--- config.mk ---
export PLATFORM = sky130hd
export DESIGN_NAME = tomasulo_core
export DESIGN_NICKNAME = d
export VERILOG_FILES = /design/src/tomasulo_pkg.sv /design/src/tomasulo_ifs.sv /design/src/instr_queue.sv /design/src/issue_unit.sv /design/src/reg_status_file.sv /design/src/reservation_station.sv /design/src/exec_pipe.sv /design/src/tomasulo_core.sv
export VERILOG_INCLUDE_DIRS = /design/src
export SDC_FILE = /design/constraint.sdc
export NUM_CORES = 2
export LEC_CHECK = 0
export BUFFER_PORTS_ARGS = -buffer_cell sky130_fd_sc_hd__buf_4
export CORE_MARGIN = 2
export CORE_UTILIZATION = 30
export CTS_CLUSTER_SIZE = 12
export DETAILED_ROUTE_END_ITERATION = 8
export PLACE_DENSITY = 0.52
export REMOVE_ABC_BUFFERS = 1
export SYNTH_ARGS = -nofsm -noshare
export SYNTH_HDL_FRONTEND = slang
export SYNTH_HIERARCHICAL = 1
export SYNTH_SLANG_ARGS = --single-unit
--- constraint.sdc ---
create_clock -name busySelect -period 14 [get_ports busySelect]
set_input_delay 2.8 -clock busySelect [delete_from_list [all_inputs] [get_ports busySelect]]
set_output_delay 2.8 -clock busySelect [all_outputs]
set_load 0.01 [all_outputs]
--- src/tomasulo_defines.svh ---
// ~~~~~~~~~~~~~~~~~~~~~~~~~~~~~~
// widths, depths and pipeline length
// for the tomasulo issue core
// ~~~~~~~~~~~~~~~~~~~~~~~~~~~~~~

`ifndef TOMASULO_DEFINES_SVH
`define TOMASULO_DEFINES_SVH

// datapath and register file
`define DATA_W        32
`define REG_N         8
`define REG_W         3

// instruction format is op, dest, src_a, src_b
`define OP_W          3
`define INSTR_W       12

// buffering
`define QUEUE_DEPTH   6
`define STATION_DEPTH 6
`define EXEC_STAGES   3

`endif

--- src/tomasulo_pkg.sv ---
// ~~~~~~~~~~~~~~~~~~~~~~~~~~~~~~
// shared types for the core
// opcodes, instruction word, cdb
// ~~~~~~~~~~~~~~~~~~~~~~~~~~~~~~

`default_nettype none

`include "tomasulo_defines.svh"

package tomasulo_pkg;

  // only ADDF and MULTF reach the station
  // everything else is dropped at issue
  typedef enum logic [`OP_W-1:0] {
    NOP   = 3'd0,
    LD    = 3'd1,
    ST    = 3'd2,
    ADDF  = 3'd3,
    MULTF = 3'd4
  } opcode_t;

  // op sits in the top bits of the 12-bit word
  typedef struct packed {
    opcode_t           op;
    logic [`REG_W-1:0] dest;
    logic [`REG_W-1:0] src_a;
    logic [`REG_W-1:0] src_b;
  } instr_t;

  // result broadcast, register number is the tag
  typedef struct packed {
    logic               valid;
    logic [`REG_W-1:0]  dest;
    logic [`DATA_W-1:0] data;
  } cdb_t;

endpackage

`default_nettype wire

--- src/tomasulo_ifs.sv ---
// ~~~~~~~~~~~~~~~~~~~~~~~~~~~~~~
// issue_if, issue unit to station
// exec_if, station to exec pipe
// ~~~~~~~~~~~~~~~~~~~~~~~~~~~~~~

`timescale 1ns/10ps
`default_nettype none

`include "tomasulo_defines.svh"

interface issue_if import tomasulo_pkg::*; ();
  logic               valid;
  opcode_t            op;
  logic [`REG_W-1:0]  dest;
  // while an operand is not ready its data field
  // carries the source register number instead
  logic [`DATA_W-1:0] a_data;
  logic               a_ready;
  logic [`DATA_W-1:0] b_data;
  logic               b_ready;
  // no free slot in the station
  logic               full;

  modport source (output valid, op, dest, a_data, a_ready, b_data, b_ready,
                  input full);
  modport sink   (input valid, op, dest, a_data, a_ready, b_data, b_ready,
                  output full);
endinterface

interface exec_if import tomasulo_pkg::*; ();
  // at most one dispatch per cycle
  logic               valid;
  opcode_t            op;
  logic [`REG_W-1:0]  dest;
  logic [`DATA_W-1:0] a;
  logic [`DATA_W-1:0] b;

  modport source (output valid, op, dest, a, b);
  modport sink   (input valid, op, dest, a, b);
endinterface

`default_nettype wire

--- src/instr_queue.sv ---
// ~~~~~~~~~~~~~~~~~~~~~~~~~~~~~~
// instr_queue, six-entry circular
// instruction FIFO with full flag
// ~~~~~~~~~~~~~~~~~~~~~~~~~~~~~~

`timescale 1ns/10ps
`default_nettype none

`include "tomasulo_defines.svh"

module instr_queue import tomasulo_pkg::*; (
  input  logic   clk,
  input  logic   rst,
  input  logic   push,
  input  instr_t push_data,
  input  logic   pop,
  output instr_t head,
  output logic   head_valid,
  output logic   full
);

  localparam int PTR_W = $clog2(`QUEUE_DEPTH);
  localparam int CNT_W = $clog2(`QUEUE_DEPTH + 1);

  instr_t             mem [`QUEUE_DEPTH];
  logic [PTR_W-1:0]   wr_ptr;
  logic [PTR_W-1:0]   rd_ptr;
  logic [CNT_W-1:0]   count;
  logic               do_push;
  logic               do_pop;

  // a strobe while full is dropped
  assign do_push    = push && !full;
  assign do_pop     = pop && head_valid;
  assign full       = (count == CNT_W'(`QUEUE_DEPTH));
  assign head_valid = (count != '0);
  assign head       = mem[rd_ptr];

  always_ff @(posedge clk) begin
    if (rst) begin
      wr_ptr <= '0;
      rd_ptr <= '0;
      count  <= '0;
    end else begin
      // pointers wrap at depth, not at a power of two
      if (do_push) begin
        wr_ptr <= (wr_ptr == PTR_W'(`QUEUE_DEPTH - 1)) ? '0 : wr_ptr + 1'b1;
      end
      if (do_pop) begin
        rd_ptr <= (rd_ptr == PTR_W'(`QUEUE_DEPTH - 1)) ? '0 : rd_ptr + 1'b1;
      end
      // push and pop together leave the count alone
      case ({do_push, do_pop})
        2'b10:   count <= count + 1'b1;
        2'b01:   count <= count - 1'b1;
        default: count <= count;
      endcase
    end
  end

  // storage, written on the strobe edge
  always_ff @(posedge clk) begin
    if (do_push) begin
      mem[wr_ptr] <= push_data;
    end
  end

endmodule

`default_nettype wire

--- src/issue_unit.sv ---
// ~~~~~~~~~~~~~~~~~~~~~~~~~~~~~~
// issue_unit, head decode, stall
// check, operand read, station write
// ~~~~~~~~~~~~~~~~~~~~~~~~~~~~~~

`timescale 1ns/10ps
`default_nettype none

`include "tomasulo_defines.svh"

module issue_unit import tomasulo_pkg::*; (
  input  instr_t             head,
  input  logic               head_valid,
  output logic               pop,
  output logic [`REG_W-1:0]  rd_a,
  output logic [`REG_W-1:0]  rd_b,
  input  logic [`DATA_W-1:0] rd_a_data,
  input  logic [`DATA_W-1:0] rd_b_data,
  input  logic [`REG_N-1:0]  busy,
  output logic               set_busy,
  output logic [`REG_W-1:0]  set_dest,
  input  cdb_t               cdb,
  issue_if.source            station
);

  logic is_exec;
  logic do_issue;
  logic do_discard;
  logic a_hit;
  logic b_hit;
  logic a_rdy;
  logic b_rdy;

  // only the two arithmetic ops go to the station
  assign is_exec = (head.op == ADDF) || (head.op == MULTF);

  // dest busy means a writer is still in flight
  // so waiting here keeps one tag per register
  assign do_issue   = head_valid && is_exec && !station.full && !busy[head.dest];
  // NOP, LD, ST and unknown ops just leave the queue
  assign do_discard = head_valid && !is_exec;
  assign pop        = do_issue || do_discard;

  // register file reads already bypass the cdb
  assign rd_a = head.src_a;
  assign rd_b = head.src_b;

  // result landing this cycle counts as present
  assign a_hit = cdb.valid && (cdb.dest == head.src_a);
  assign b_hit = cdb.valid && (cdb.dest == head.src_b);
  // r0 is never busy, so it is always ready
  assign a_rdy = (head.src_a == '0) || !busy[head.src_a] || a_hit;
  assign b_rdy = (head.src_b == '0) || !busy[head.src_b] || b_hit;

  assign station.valid   = do_issue;
  assign station.op      = head.op;
  assign station.dest    = head.dest;
  assign station.a_ready = a_rdy;
  assign station.b_ready = b_rdy;
  // pending operand travels as its tag
  assign station.a_data  = a_rdy ? rd_a_data : `DATA_W'(head.src_a);
  assign station.b_data  = b_rdy ? rd_b_data : `DATA_W'(head.src_b);

  // busy bit goes up on the issue edge
  assign set_busy = do_issue;
  assign set_dest = head.dest;

endmodule

`default_nettype wire

--- src/reg_status_file.sv ---
// ~~~~~~~~~~~~~~~~~~~~~~~~~~~~~~
// reg_status_file, 8 x 32 regs,
// busy bits, cdb write and bypass
// ~~~~~~~~~~~~~~~~~~~~~~~~~~~~~~

`timescale 1ns/10ps
`default_nettype none

`include "tomasulo_defines.svh"

module reg_status_file import tomasulo_pkg::*; (
  input  logic               clk,
  input  logic               rst,
  input  logic [`REG_W-1:0]  rd_a,
  input  logic [`REG_W-1:0]  rd_b,
  output logic [`DATA_W-1:0] rd_a_data,
  output logic [`DATA_W-1:0] rd_b_data,
  input  logic               set_busy,
  input  logic [`REG_W-1:0]  set_dest,
  input  cdb_t               cdb,
  output logic [`REG_N-1:0]  busy
);

  // r0 has no storage and no busy bit
  logic [`DATA_W-1:0] regs_q [1:`REG_N-1];
  logic [`REG_N-1:1]  busy_q;
  logic               wr_en;

  // writes to r0 are reported on the bus but dropped here
  assign wr_en = cdb.valid && (cdb.dest != '0);

  always_ff @(posedge clk) begin
    if (rst) begin
      // register r starts out holding r
      for (int r = 1; r < `REG_N; r++) begin
        regs_q[r] <= `DATA_W'(r);
      end
      busy_q <= '0;
    end else begin
      if (wr_en) begin
        regs_q[cdb.dest] <= cdb.data;
        busy_q[cdb.dest] <= 1'b0;
      end
      // issue never targets a busy reg, so set and clear never collide
      if (set_busy && (set_dest != '0)) begin
        busy_q[set_dest] <= 1'b1;
      end
    end
  end

  assign busy = {busy_q, 1'b0};

  // combinational read with same-cycle cdb bypass
  assign rd_a_data = (rd_a == '0)                   ? '0       :
                     (wr_en && (cdb.dest == rd_a))  ? cdb.data :
                                                      regs_q[rd_a];
  assign rd_b_data = (rd_b == '0)                   ? '0       :
                     (wr_en && (cdb.dest == rd_b))  ? cdb.data :
                                                      regs_q[rd_b];

endmodule

`default_nettype wire

--- src/reservation_station.sv ---
// ~~~~~~~~~~~~~~~~~~~~~~~~~~~~~~
// reservation_station, entries,
// cdb snooping, oldest-ready dispatch
// ~~~~~~~~~~~~~~~~~~~~~~~~~~~~~~

`timescale 1ns/10ps
`default_nettype none

`include "tomasulo_defines.svh"

module reservation_station import tomasulo_pkg::*; (
  input  logic    clk,
  input  logic    rst,
  issue_if.sink   station,
  input  cdb_t    cdb,
  exec_if.source  exec
);

  localparam int N     = `STATION_DEPTH;
  localparam int IDX_W = $clog2(N);

  // control state per entry
  logic [N-1:0]       ent_valid;
  logic [N-1:0]       a_rdy;
  logic [N-1:0]       b_rdy;
  // larger age means older entry
  logic [IDX_W-1:0]   age [N];
  // payload per entry
  opcode_t            op_q   [N];
  logic [`REG_W-1:0]  dest_q [N];
  logic [`DATA_W-1:0] a_q    [N];
  logic [`DATA_W-1:0] b_q    [N];

  logic [N-1:0]       snoop_a;
  logic [N-1:0]       snoop_b;
  logic               alloc_en;
  logic [IDX_W-1:0]   free_idx;
  logic               sel_found;
  logic [IDX_W-1:0]   sel_idx;
  logic [IDX_W-1:0]   sel_age;

  assign station.full = &ent_valid;
  assign alloc_en     = station.valid && !station.full;

  // waiting operands hold their tag in the low data bits
  always_comb begin
    for (int i = 0; i < N; i++) begin
      snoop_a[i] = ent_valid[i] && !a_rdy[i] && cdb.valid &&
                   (cdb.dest == a_q[i][`REG_W-1:0]);
      snoop_b[i] = ent_valid[i] && !b_rdy[i] && cdb.valid &&
                   (cdb.dest == b_q[i][`REG_W-1:0]);
    end
  end

  // lowest free slot takes the new entry
  always_comb begin
    free_idx = '0;
    for (int i = N - 1; i >= 0; i--) begin
      if (!ent_valid[i]) free_idx = IDX_W'(i);
    end
  end

  // flags are registered, so a capture dispatches one cycle later
  always_comb begin
    sel_found = 1'b0;
    sel_idx   = '0;
    sel_age   = '0;
    for (int i = 0; i < N; i++) begin
      if (ent_valid[i] && a_rdy[i] && b_rdy[i] && (!sel_found || age[i] > sel_age)) begin
        sel_found = 1'b1;
        sel_idx   = IDX_W'(i);
        sel_age   = age[i];
      end
    end
  end

  always_ff @(posedge clk) begin
    if (rst) begin
      ent_valid <= '0;
      a_rdy     <= '0;
      b_rdy     <= '0;
      for (int i = 0; i < N; i++) age[i] <= '0;
    end else begin
      for (int i = 0; i < N; i++) begin
        if (alloc_en && (free_idx == IDX_W'(i))) begin
          ent_valid[i] <= 1'b1;
          a_rdy[i]     <= station.a_ready;
          b_rdy[i]     <= station.b_ready;
          age[i]       <= '0;
        end else begin
          if (sel_found && (sel_idx == IDX_W'(i))) ent_valid[i] <= 1'b0;
          if (snoop_a[i]) a_rdy[i] <= 1'b1;
          if (snoop_b[i]) b_rdy[i] <= 1'b1;
          // age counts the residents that came in later
          // every newcomer makes the residents one step older
          // a younger entry leaving takes one step back
          if (ent_valid[i]) begin
            age[i] <= age[i] + IDX_W'(alloc_en)
                      - IDX_W'(sel_found && (age[i] > sel_age));
          end
        end
      end
    end
  end

  // payload, operand value replaces the tag on a snoop hit
  always_ff @(posedge clk) begin
    for (int i = 0; i < N; i++) begin
      if (alloc_en && (free_idx == IDX_W'(i))) begin
        op_q[i]   <= station.op;
        dest_q[i] <= station.dest;
        a_q[i]    <= station.a_data;
        b_q[i]    <= station.b_data;
      end else begin
        if (snoop_a[i]) a_q[i] <= cdb.data;
        if (snoop_b[i]) b_q[i] <= cdb.data;
      end
    end
  end

  assign exec.valid = sel_found;
  assign exec.op    = op_q[sel_idx];
  assign exec.dest  = dest_q[sel_idx];
  assign exec.a     = a_q[sel_idx];
  assign exec.b     = b_q[sel_idx];

endmodule

`default_nettype wire

--- src/exec_pipe.sv ---
// ~~~~~~~~~~~~~~~~~~~~~~~~~~~~~~
// exec_pipe, add/multiply pipeline
// ~~~~~~~~~~~~~~~~~~~~~~~~~~~~~~

`timescale 1ns/10ps
`default_nettype none

`include "tomasulo_defines.svh"

module exec_pipe import tomasulo_pkg::*; (
  input  logic   clk,
  input  logic   rst,
  exec_if.sink   exec,
  output cdb_t   cdb
);

  localparam int N = `EXEC_STAGES;

  logic [N-1:0]       vld_q;
  logic [`REG_W-1:0]  dest_q [N];
  logic [`DATA_W-1:0] data_q [N];
  logic [`DATA_W-1:0] result;

  // whole result computed up front, later stages only carry it
  // product keeps the low 32 bits
  assign result = (exec.op == MULTF) ? exec.a * exec.b : exec.a + exec.b;

  // valid shifts through, up to three ops in flight
  always_ff @(posedge clk) begin
    if (rst) begin
      vld_q <= '0;
    end else begin
      vld_q <= {vld_q[N-2:0], exec.valid};
    end
  end

  always_ff @(posedge clk) begin
    dest_q[0] <= exec.dest;
    data_q[0] <= result;
    for (int s = 1; s < N; s++) begin
      dest_q[s] <= dest_q[s-1];
      data_q[s] <= data_q[s-1];
    end
  end

  // last stage is the common data bus
  assign cdb = '{valid: vld_q[N-1], dest: dest_q[N-1], data: data_q[N-1]};

endmodule

`default_nettype wire

--- src/tomasulo_core.sv ---
// ~~~~~~~~~~~~~~~~~~~~~~~~~~~~~~
// tomasulo_core, RTL top level
// queue, issue, regs, station, exec
// ~~~~~~~~~~~~~~~~~~~~~~~~~~~~~~

`timescale 1ns/10ps
`default_nettype none

`include "tomasulo_defines.svh"

module tomasulo_core import tomasulo_pkg::*; (
  input  logic                busySelect,
  input  logic                rst,
  input  logic                instr_valid,
  input  logic [`INSTR_W-1:0] instr,
  output logic                queue_full,
  output logic                wb_valid,
  output logic [`REG_W-1:0]   wb_dest,
  output logic [`DATA_W-1:0]  wb_data,
  output logic [`REG_N-1:0]   busy_regs
);

  instr_t             queue_head;
  logic               queue_head_valid;
  logic               queue_pop;
  logic [`REG_W-1:0]  rd_a;
  logic [`REG_W-1:0]  rd_b;
  logic [`DATA_W-1:0] rd_a_data;
  logic [`DATA_W-1:0] rd_b_data;
  logic [`REG_N-1:0]  busy;
  logic               set_busy;
  logic [`REG_W-1:0]  set_dest;
  cdb_t               cdb;

  issue_if issue_bus ();
  exec_if  exec_bus ();

  instr_queue i_instr_queue (
    .clk        (busySelect),
    .rst        (rst),
    .push       (instr_valid),
    .push_data  (instr_t'(instr)),
    .pop        (queue_pop),
    .head       (queue_head),
    .head_valid (queue_head_valid),
    .full       (queue_full)
  );

  issue_unit i_issue_unit (
    .head       (queue_head),
    .head_valid (queue_head_valid),
    .pop        (queue_pop),
    .rd_a       (rd_a),
    .rd_b       (rd_b),
    .rd_a_data  (rd_a_data),
    .rd_b_data  (rd_b_data),
    .busy       (busy),
    .set_busy   (set_busy),
    .set_dest   (set_dest),
    .cdb        (cdb),
    .station    (issue_bus.source)
  );

  reg_status_file i_reg_status_file (
    .clk       (busySelect),
    .rst       (rst),
    .rd_a      (rd_a),
    .rd_b      (rd_b),
    .rd_a_data (rd_a_data),
    .rd_b_data (rd_b_data),
    .set_busy  (set_busy),
    .set_dest  (set_dest),
    .cdb       (cdb),
    .busy      (busy)
  );

  reservation_station i_reservation_station (
    .clk     (busySelect),
    .rst     (rst),
    .station (issue_bus.sink),
    .cdb     (cdb),
    .exec    (exec_bus.source)
  );

  exec_pipe i_exec_pipe (
    .clk  (busySelect),
    .rst  (rst),
    .exec (exec_bus.sink),
    .cdb  (cdb)
  );

  // writeback ports mirror the cdb
  assign wb_valid  = cdb.valid;
  assign wb_dest   = cdb.dest;
  assign wb_data   = cdb.data;
  assign busy_regs = busy;

endmodule

`default_nettype wire

==> tab_implementation.tex <==
\begin{tabular}{lr}
\hline
Metric & Value \\
\hline
\multicolumn{2}{l}{\textbf{Critical path}} \\
\quad Element type at the critical path end & flop \\
\quad Start of the worst register-to-register path & i\_reservation\_station/a\_rdy[0]\$\_SDFFE\_PP0P\_ \\
\quad Crit Path Max Fanout & 12 \\
\quad Slowest CP cell & fa\_1 \\
\quad Capturing point of the worst reg2reg path & i\_exec\_pipe/data\_q[0][31]\$\_DFF\_P\_ \\
\quad CP Data Arrival Time & 14,060 ps \\
\quad Kind of cell adding the most delay to the critical path & adder cells \\
\quad Internal reg-to-reg setup slack & 530 ps \\
\quad Buffer and inverter count on the worst path & 11 \\
\quad Worst reg2reg path depth & 58 \\
\quad Critical Path Source Type & flop \\
\quad Crit path required time & 14,590 ps \\
\quad Critical path class & reg -> reg \\
\quad Slowest cell delay on critical path & 620 ps \\
\multicolumn{2}{l}{\textbf{GRT}} \\
\quad Largest net degree at the start of global routing & 68 \\
\quad Global-route track usage on met1 & 0.2411 \\
\quad Vias in the first global route & 43,680 \\
\quad Met2 usage & 0.3071 \\
\quad Remaining Overflow, GRT & 0 \\
\quad Global Route Usage Sum & 0.1802 \\
\quad First-pass GRT wire length & 282,200 microns \\
\quad GRT busiest layer & met2 \\
\quad Antenna violations before repair & 4 \\
\quad Fraction of met3 tracks used by global routing & 0.01681 \\
\multicolumn{2}{l}{\textbf{CTS}} \\
\quad Buffer cell driving the clock tree root & clkbuf\_16 \\
\quad Number of buffers added by the clock tree synthesis step & 97 \\
\quad Clk Latency, worst-skew pair & 720 ps \\
\quad CTS sink cnt & 879 \\
\quad CTS tree & done \\
\quad Clock slew at reported path FFs & 60 ps \\
\quad H-Tree Depth & 3 \\
\quad Buffers from clock root to sink, at most & 3 \\
\multicolumn{2}{l}{\textbf{Final layout}} \\
\quad Most frequent standard cell in the layout excluding fill and tap cells & edfxtp\_1 \\
\quad Number of filler instances in the final layout & 20,020 \\
\quad Utilization after layout & 0.3451 \\
\quad Total Nets Final & 6,068 \\
\quad Highest-count cells in the layout ignoring fill and taps & edfxtp\_1, and2\_1, inv\_1 \\
\quad Final std cells w/o fill & 8,180 \\
\quad Fraction of final layout cells with drive strength greater than 1 & 0.1974 \\
\quad Design area & 0.06897 sq mm \\
\quad Area growth, synth to finish & 14.26\% \\
\multicolumn{2}{l}{\textbf{STA}} \\
\quad Post-layout min period & 13,470 ps \\
\quad Max-slew violation count & 0 \\
\quad Final hold violation count & 0 \\
\quad Worst Hold Slack & 321.5 ps \\
\quad Measured slew at the worst slew-check pin & 1114 ps \\
\quad Final period utilization & 0.9619 \\
\quad Peak clock frequency supported by timing & 74.26 MHz \\
\quad \# setup viols final & 0 \\
\quad Slew margin rel. & 0.2571 \\
\quad Clock Skews & 34.66 ps \\
\multicolumn{2}{l}{\textbf{Synthesis}} \\
\quad Share of synthesized area occupied by flip-flops and latches & 0.4132 \\
\quad Count of yosys warnings during synthesis & 6 \\
\quad Mean area per synthesized cell & 11.22 sq um \\
\quad Proportion of synthesized flip-flops having asynchronous set or reset & 0 \\
\quad Primary flip-flop cell chosen by synthesis mapping & edfxtp\_1 \\
\quad Number of synthesized flops with an enable pin & 734 \\
\quad Unique masters post-synth & 95 \\
\quad Mapped Cells & 5,380 \\
\quad Synth Cell Area & 0.06037 sq mm \\
\quad Register bit total from synthesis & 879 \\
\multicolumn{2}{l}{\textbf{Routing}} \\
\quad Post-detailed-routing wire length & 188,600 microns \\
\quad Via count & 41,520 \\
\quad Pre-antenna DRT Iters & 7 \\
\quad DRC & 0 \\
\quad Post-DR wirelength/cell & 23.06 microns \\
\quad Number of DRC markers after the initial detailed-route iteration & 3,184 \\
\quad Remaining antenna violation count & 0 \\
\quad Via density per instance & 5.076 \\
\multicolumn{2}{l}{\textbf{Floorplanning}} \\
\quad Initial core utilization & 0.3020 \\
\quad Die Width & 452.6 microns \\
\quad Placeable Area & 0.1999 sq mm \\
\quad Ports & 60 \\
\quad Core Rows & 164 \\
\quad Chip height & 452.6 microns \\
\quad Total die area & 0.2048 sq mm \\
\multicolumn{2}{l}{\textbf{Place}} \\
\quad Half-perimeter wire length after detailed placement & 129,100 microns \\
\quad Cell area after placement & 0.06525 sq mm \\
\quad Placer's final routability congestion estimate & 0.8542 \\
\quad Count of port buffers added during placement & 58 \\
\quad Cell total after placement & 7,974 \\
\multicolumn{2}{l}{\textbf{Run}} \\
\quad MaxCap Viol Count & 0 \\
\multicolumn{2}{l}{\textbf{Min path}} \\
\quad Type of the worst min-delay path & reg -> reg \\
\quad Instance count along the most critical hold path & 0 \\
\quad Worst hold start & i\_exec\_pipe/data\_q[0][32]\$\_DFF\_P\_ \\
\quad Hold EP & i\_exec\_pipe/data\_q[0][64]\$\_DFF\_P\_ \\
\multicolumn{2}{l}{\textbf{Outcome}} \\
\quad Outcome & completed \\
\hline
\end{tabular}
[registers in the layout (all words and copies together) (netlist names), 18 cells and up, named ones only]
name and flops:
i_reg_status_file/regs_q 224, i_reservation_station/a_q 192, i_reservation_station/b_q 192, i_exec_pipe/data_q 96, i_instr_queue/mem 72, i_reservation_station/age 18, i_reservation_station/dest_q 18, i_reservation_station/op_q 18
[cell families after synthesis]
| kind of cell | count (synthesis) | share of synthesized area |
|---|---|---|
| xor gates and xnor gates | 173 | 0.02510 |
| other | 1 | 0.00006212 |
| DFF | 879 | 0.4132 |
| buffers and inverters | 913 | 0.06442 |
| and+or+nand+nor | 1335 | 0.1199 |
| adders and majority gates | 611 | 0.1784 |
| muxes | 531 | 0.1025 |
| AOI/OAI and AO/OA | 937 | 0.09636 |
[what timing repair did]
item / in CTS / in global routing
endpoints found under the hold margin: 0 / 0
gates resized for setup: 1 / 53
buffers inserted: 0 / 15
pin swaps: 0 / 17
cloned: 0 / 10
hold buffers: 0 / 0
setup endpoints to repair: 1 / 17
[through the flow]
stage / setup slack, ps / setup TNS, ps
floorplan: -5043 / -123960
global placement: 114.0 / 0
detailed placement: -27.22 / -27.22
CTS: 150.7 / 0
global route: -90.72 / -286.9
finish: 533.8 / 0
[cells in the mapped netlist, drive strengths merged (5+ instances only)]
master / n / share of area
edfxtp: 734 / 0.37
and2: 579 / 0.060
inv: 509 / 0.032
mux2: 450 / 0.085
fa: 416 / 0.14
nand2: 377 / 0.023
a21oi: 360 / 0.030
clkbuf: 207 / 0.013
buf: 197 / 0.020
ha: 195 / 0.040
o22ai: 172 / 0.018
dfxtp: 145 / 0.048
xnor2: 122 / 0.018
nor2: 119 / 0.0074
a31oi: 115 / 0.012
o21ai: 103 / 0.0089
and3: 72 / 0.0075
mux2i: 64 / 0.011
xor2: 51 / 0.0074
a32o: 30 / 0.0050
nand3: 30 / 0.0029
nor3: 29 / 0.0027
o221ai: 29 / 0.0042
a21o: 27 / 0.0034
or2: 21 / 0.0022
nor2b: 20 / 0.0021
or3: 20 / 0.0021
nand2b: 19 / 0.0020
a211oi: 18 / 0.0025
mux4: 17 / 0.0065
nor4: 15 / 0.0028
o21bai: 14 / 0.0017
o31ai: 11 / 0.0015
a31o: 9 / 0.0013
nand4: 8 / 0.0011
nor3b: 8 / 0.0011
nand3b: 7 / 0.00093
o21a: 7 / 0.00087
a311oi: 6 / 0.00087
and3b: 5 / 0.00073
o211ai: 5 / 0.00079
[worst max-delay path by stage]
stage	from	endpoint	slack [ps]	cells past startpoint
2_1_floorplan	i_reservation_station/ent_valid[0]$_SDFFE_PP0P_	i_exec_pipe/data_q[0][27]$_DFF_P_	-5040	54
3_3_place_gp	i_reservation_station/ent_valid[0]$_SDFFE_PP0P_	i_exec_pipe/data_q[0][31]$_DFF_P_	110	60
3_5_place_dp	i_reservation_station/a_rdy[0]$_SDFFE_PP0P_	i_exec_pipe/data_q[0][31]$_DFF_P_	-30	60
4_1_cts	i_reservation_station/a_rdy[0]$_SDFFE_PP0P_	i_exec_pipe/data_q[0][31]$_DFF_P_	150	60
5_1_grt	i_reservation_station/a_rdy[0]$_SDFFE_PP0P_	i_exec_pipe/data_q[0][27]$_DFF_P_	-90	61
6_report	i_reservation_station/a_rdy[0]$_SDFFE_PP0P_	i_exec_pipe/data_q[0][31]$_DFF_P_	530	58
[layer usage]
| layer | vias to the layer above | wire length [microns] |
|---|---|---|
| met5 | - | 0 |
| met4 | 0 | 5268 |
| met3 | 277 | 9232 |
| met2 | 1233 | 91250 |
| met1 | 21250 | 82890 |
| li1 | 18760 | - |
[area by class of cell]
cell class                      instances  area [sq um]  share of cell area
Antenna cell                            2         5.005          0.00007256
Inverter                              509          1911             0.02770
Timing Repair Buffer                  366          3362             0.04874
Multi-Input combinational cell       3589         32320              0.4686
Tap cell                             2656          3323             0.04818
Clock inverter                         38         339.1            0.004916
Sequential cell                       879         24940              0.3617
Clock buffer                          141          2769             0.04015
Power is left out: the tool's default activity adds up to more than one toggle a clock period on the data nets, which glitch-free logic cannot reach.
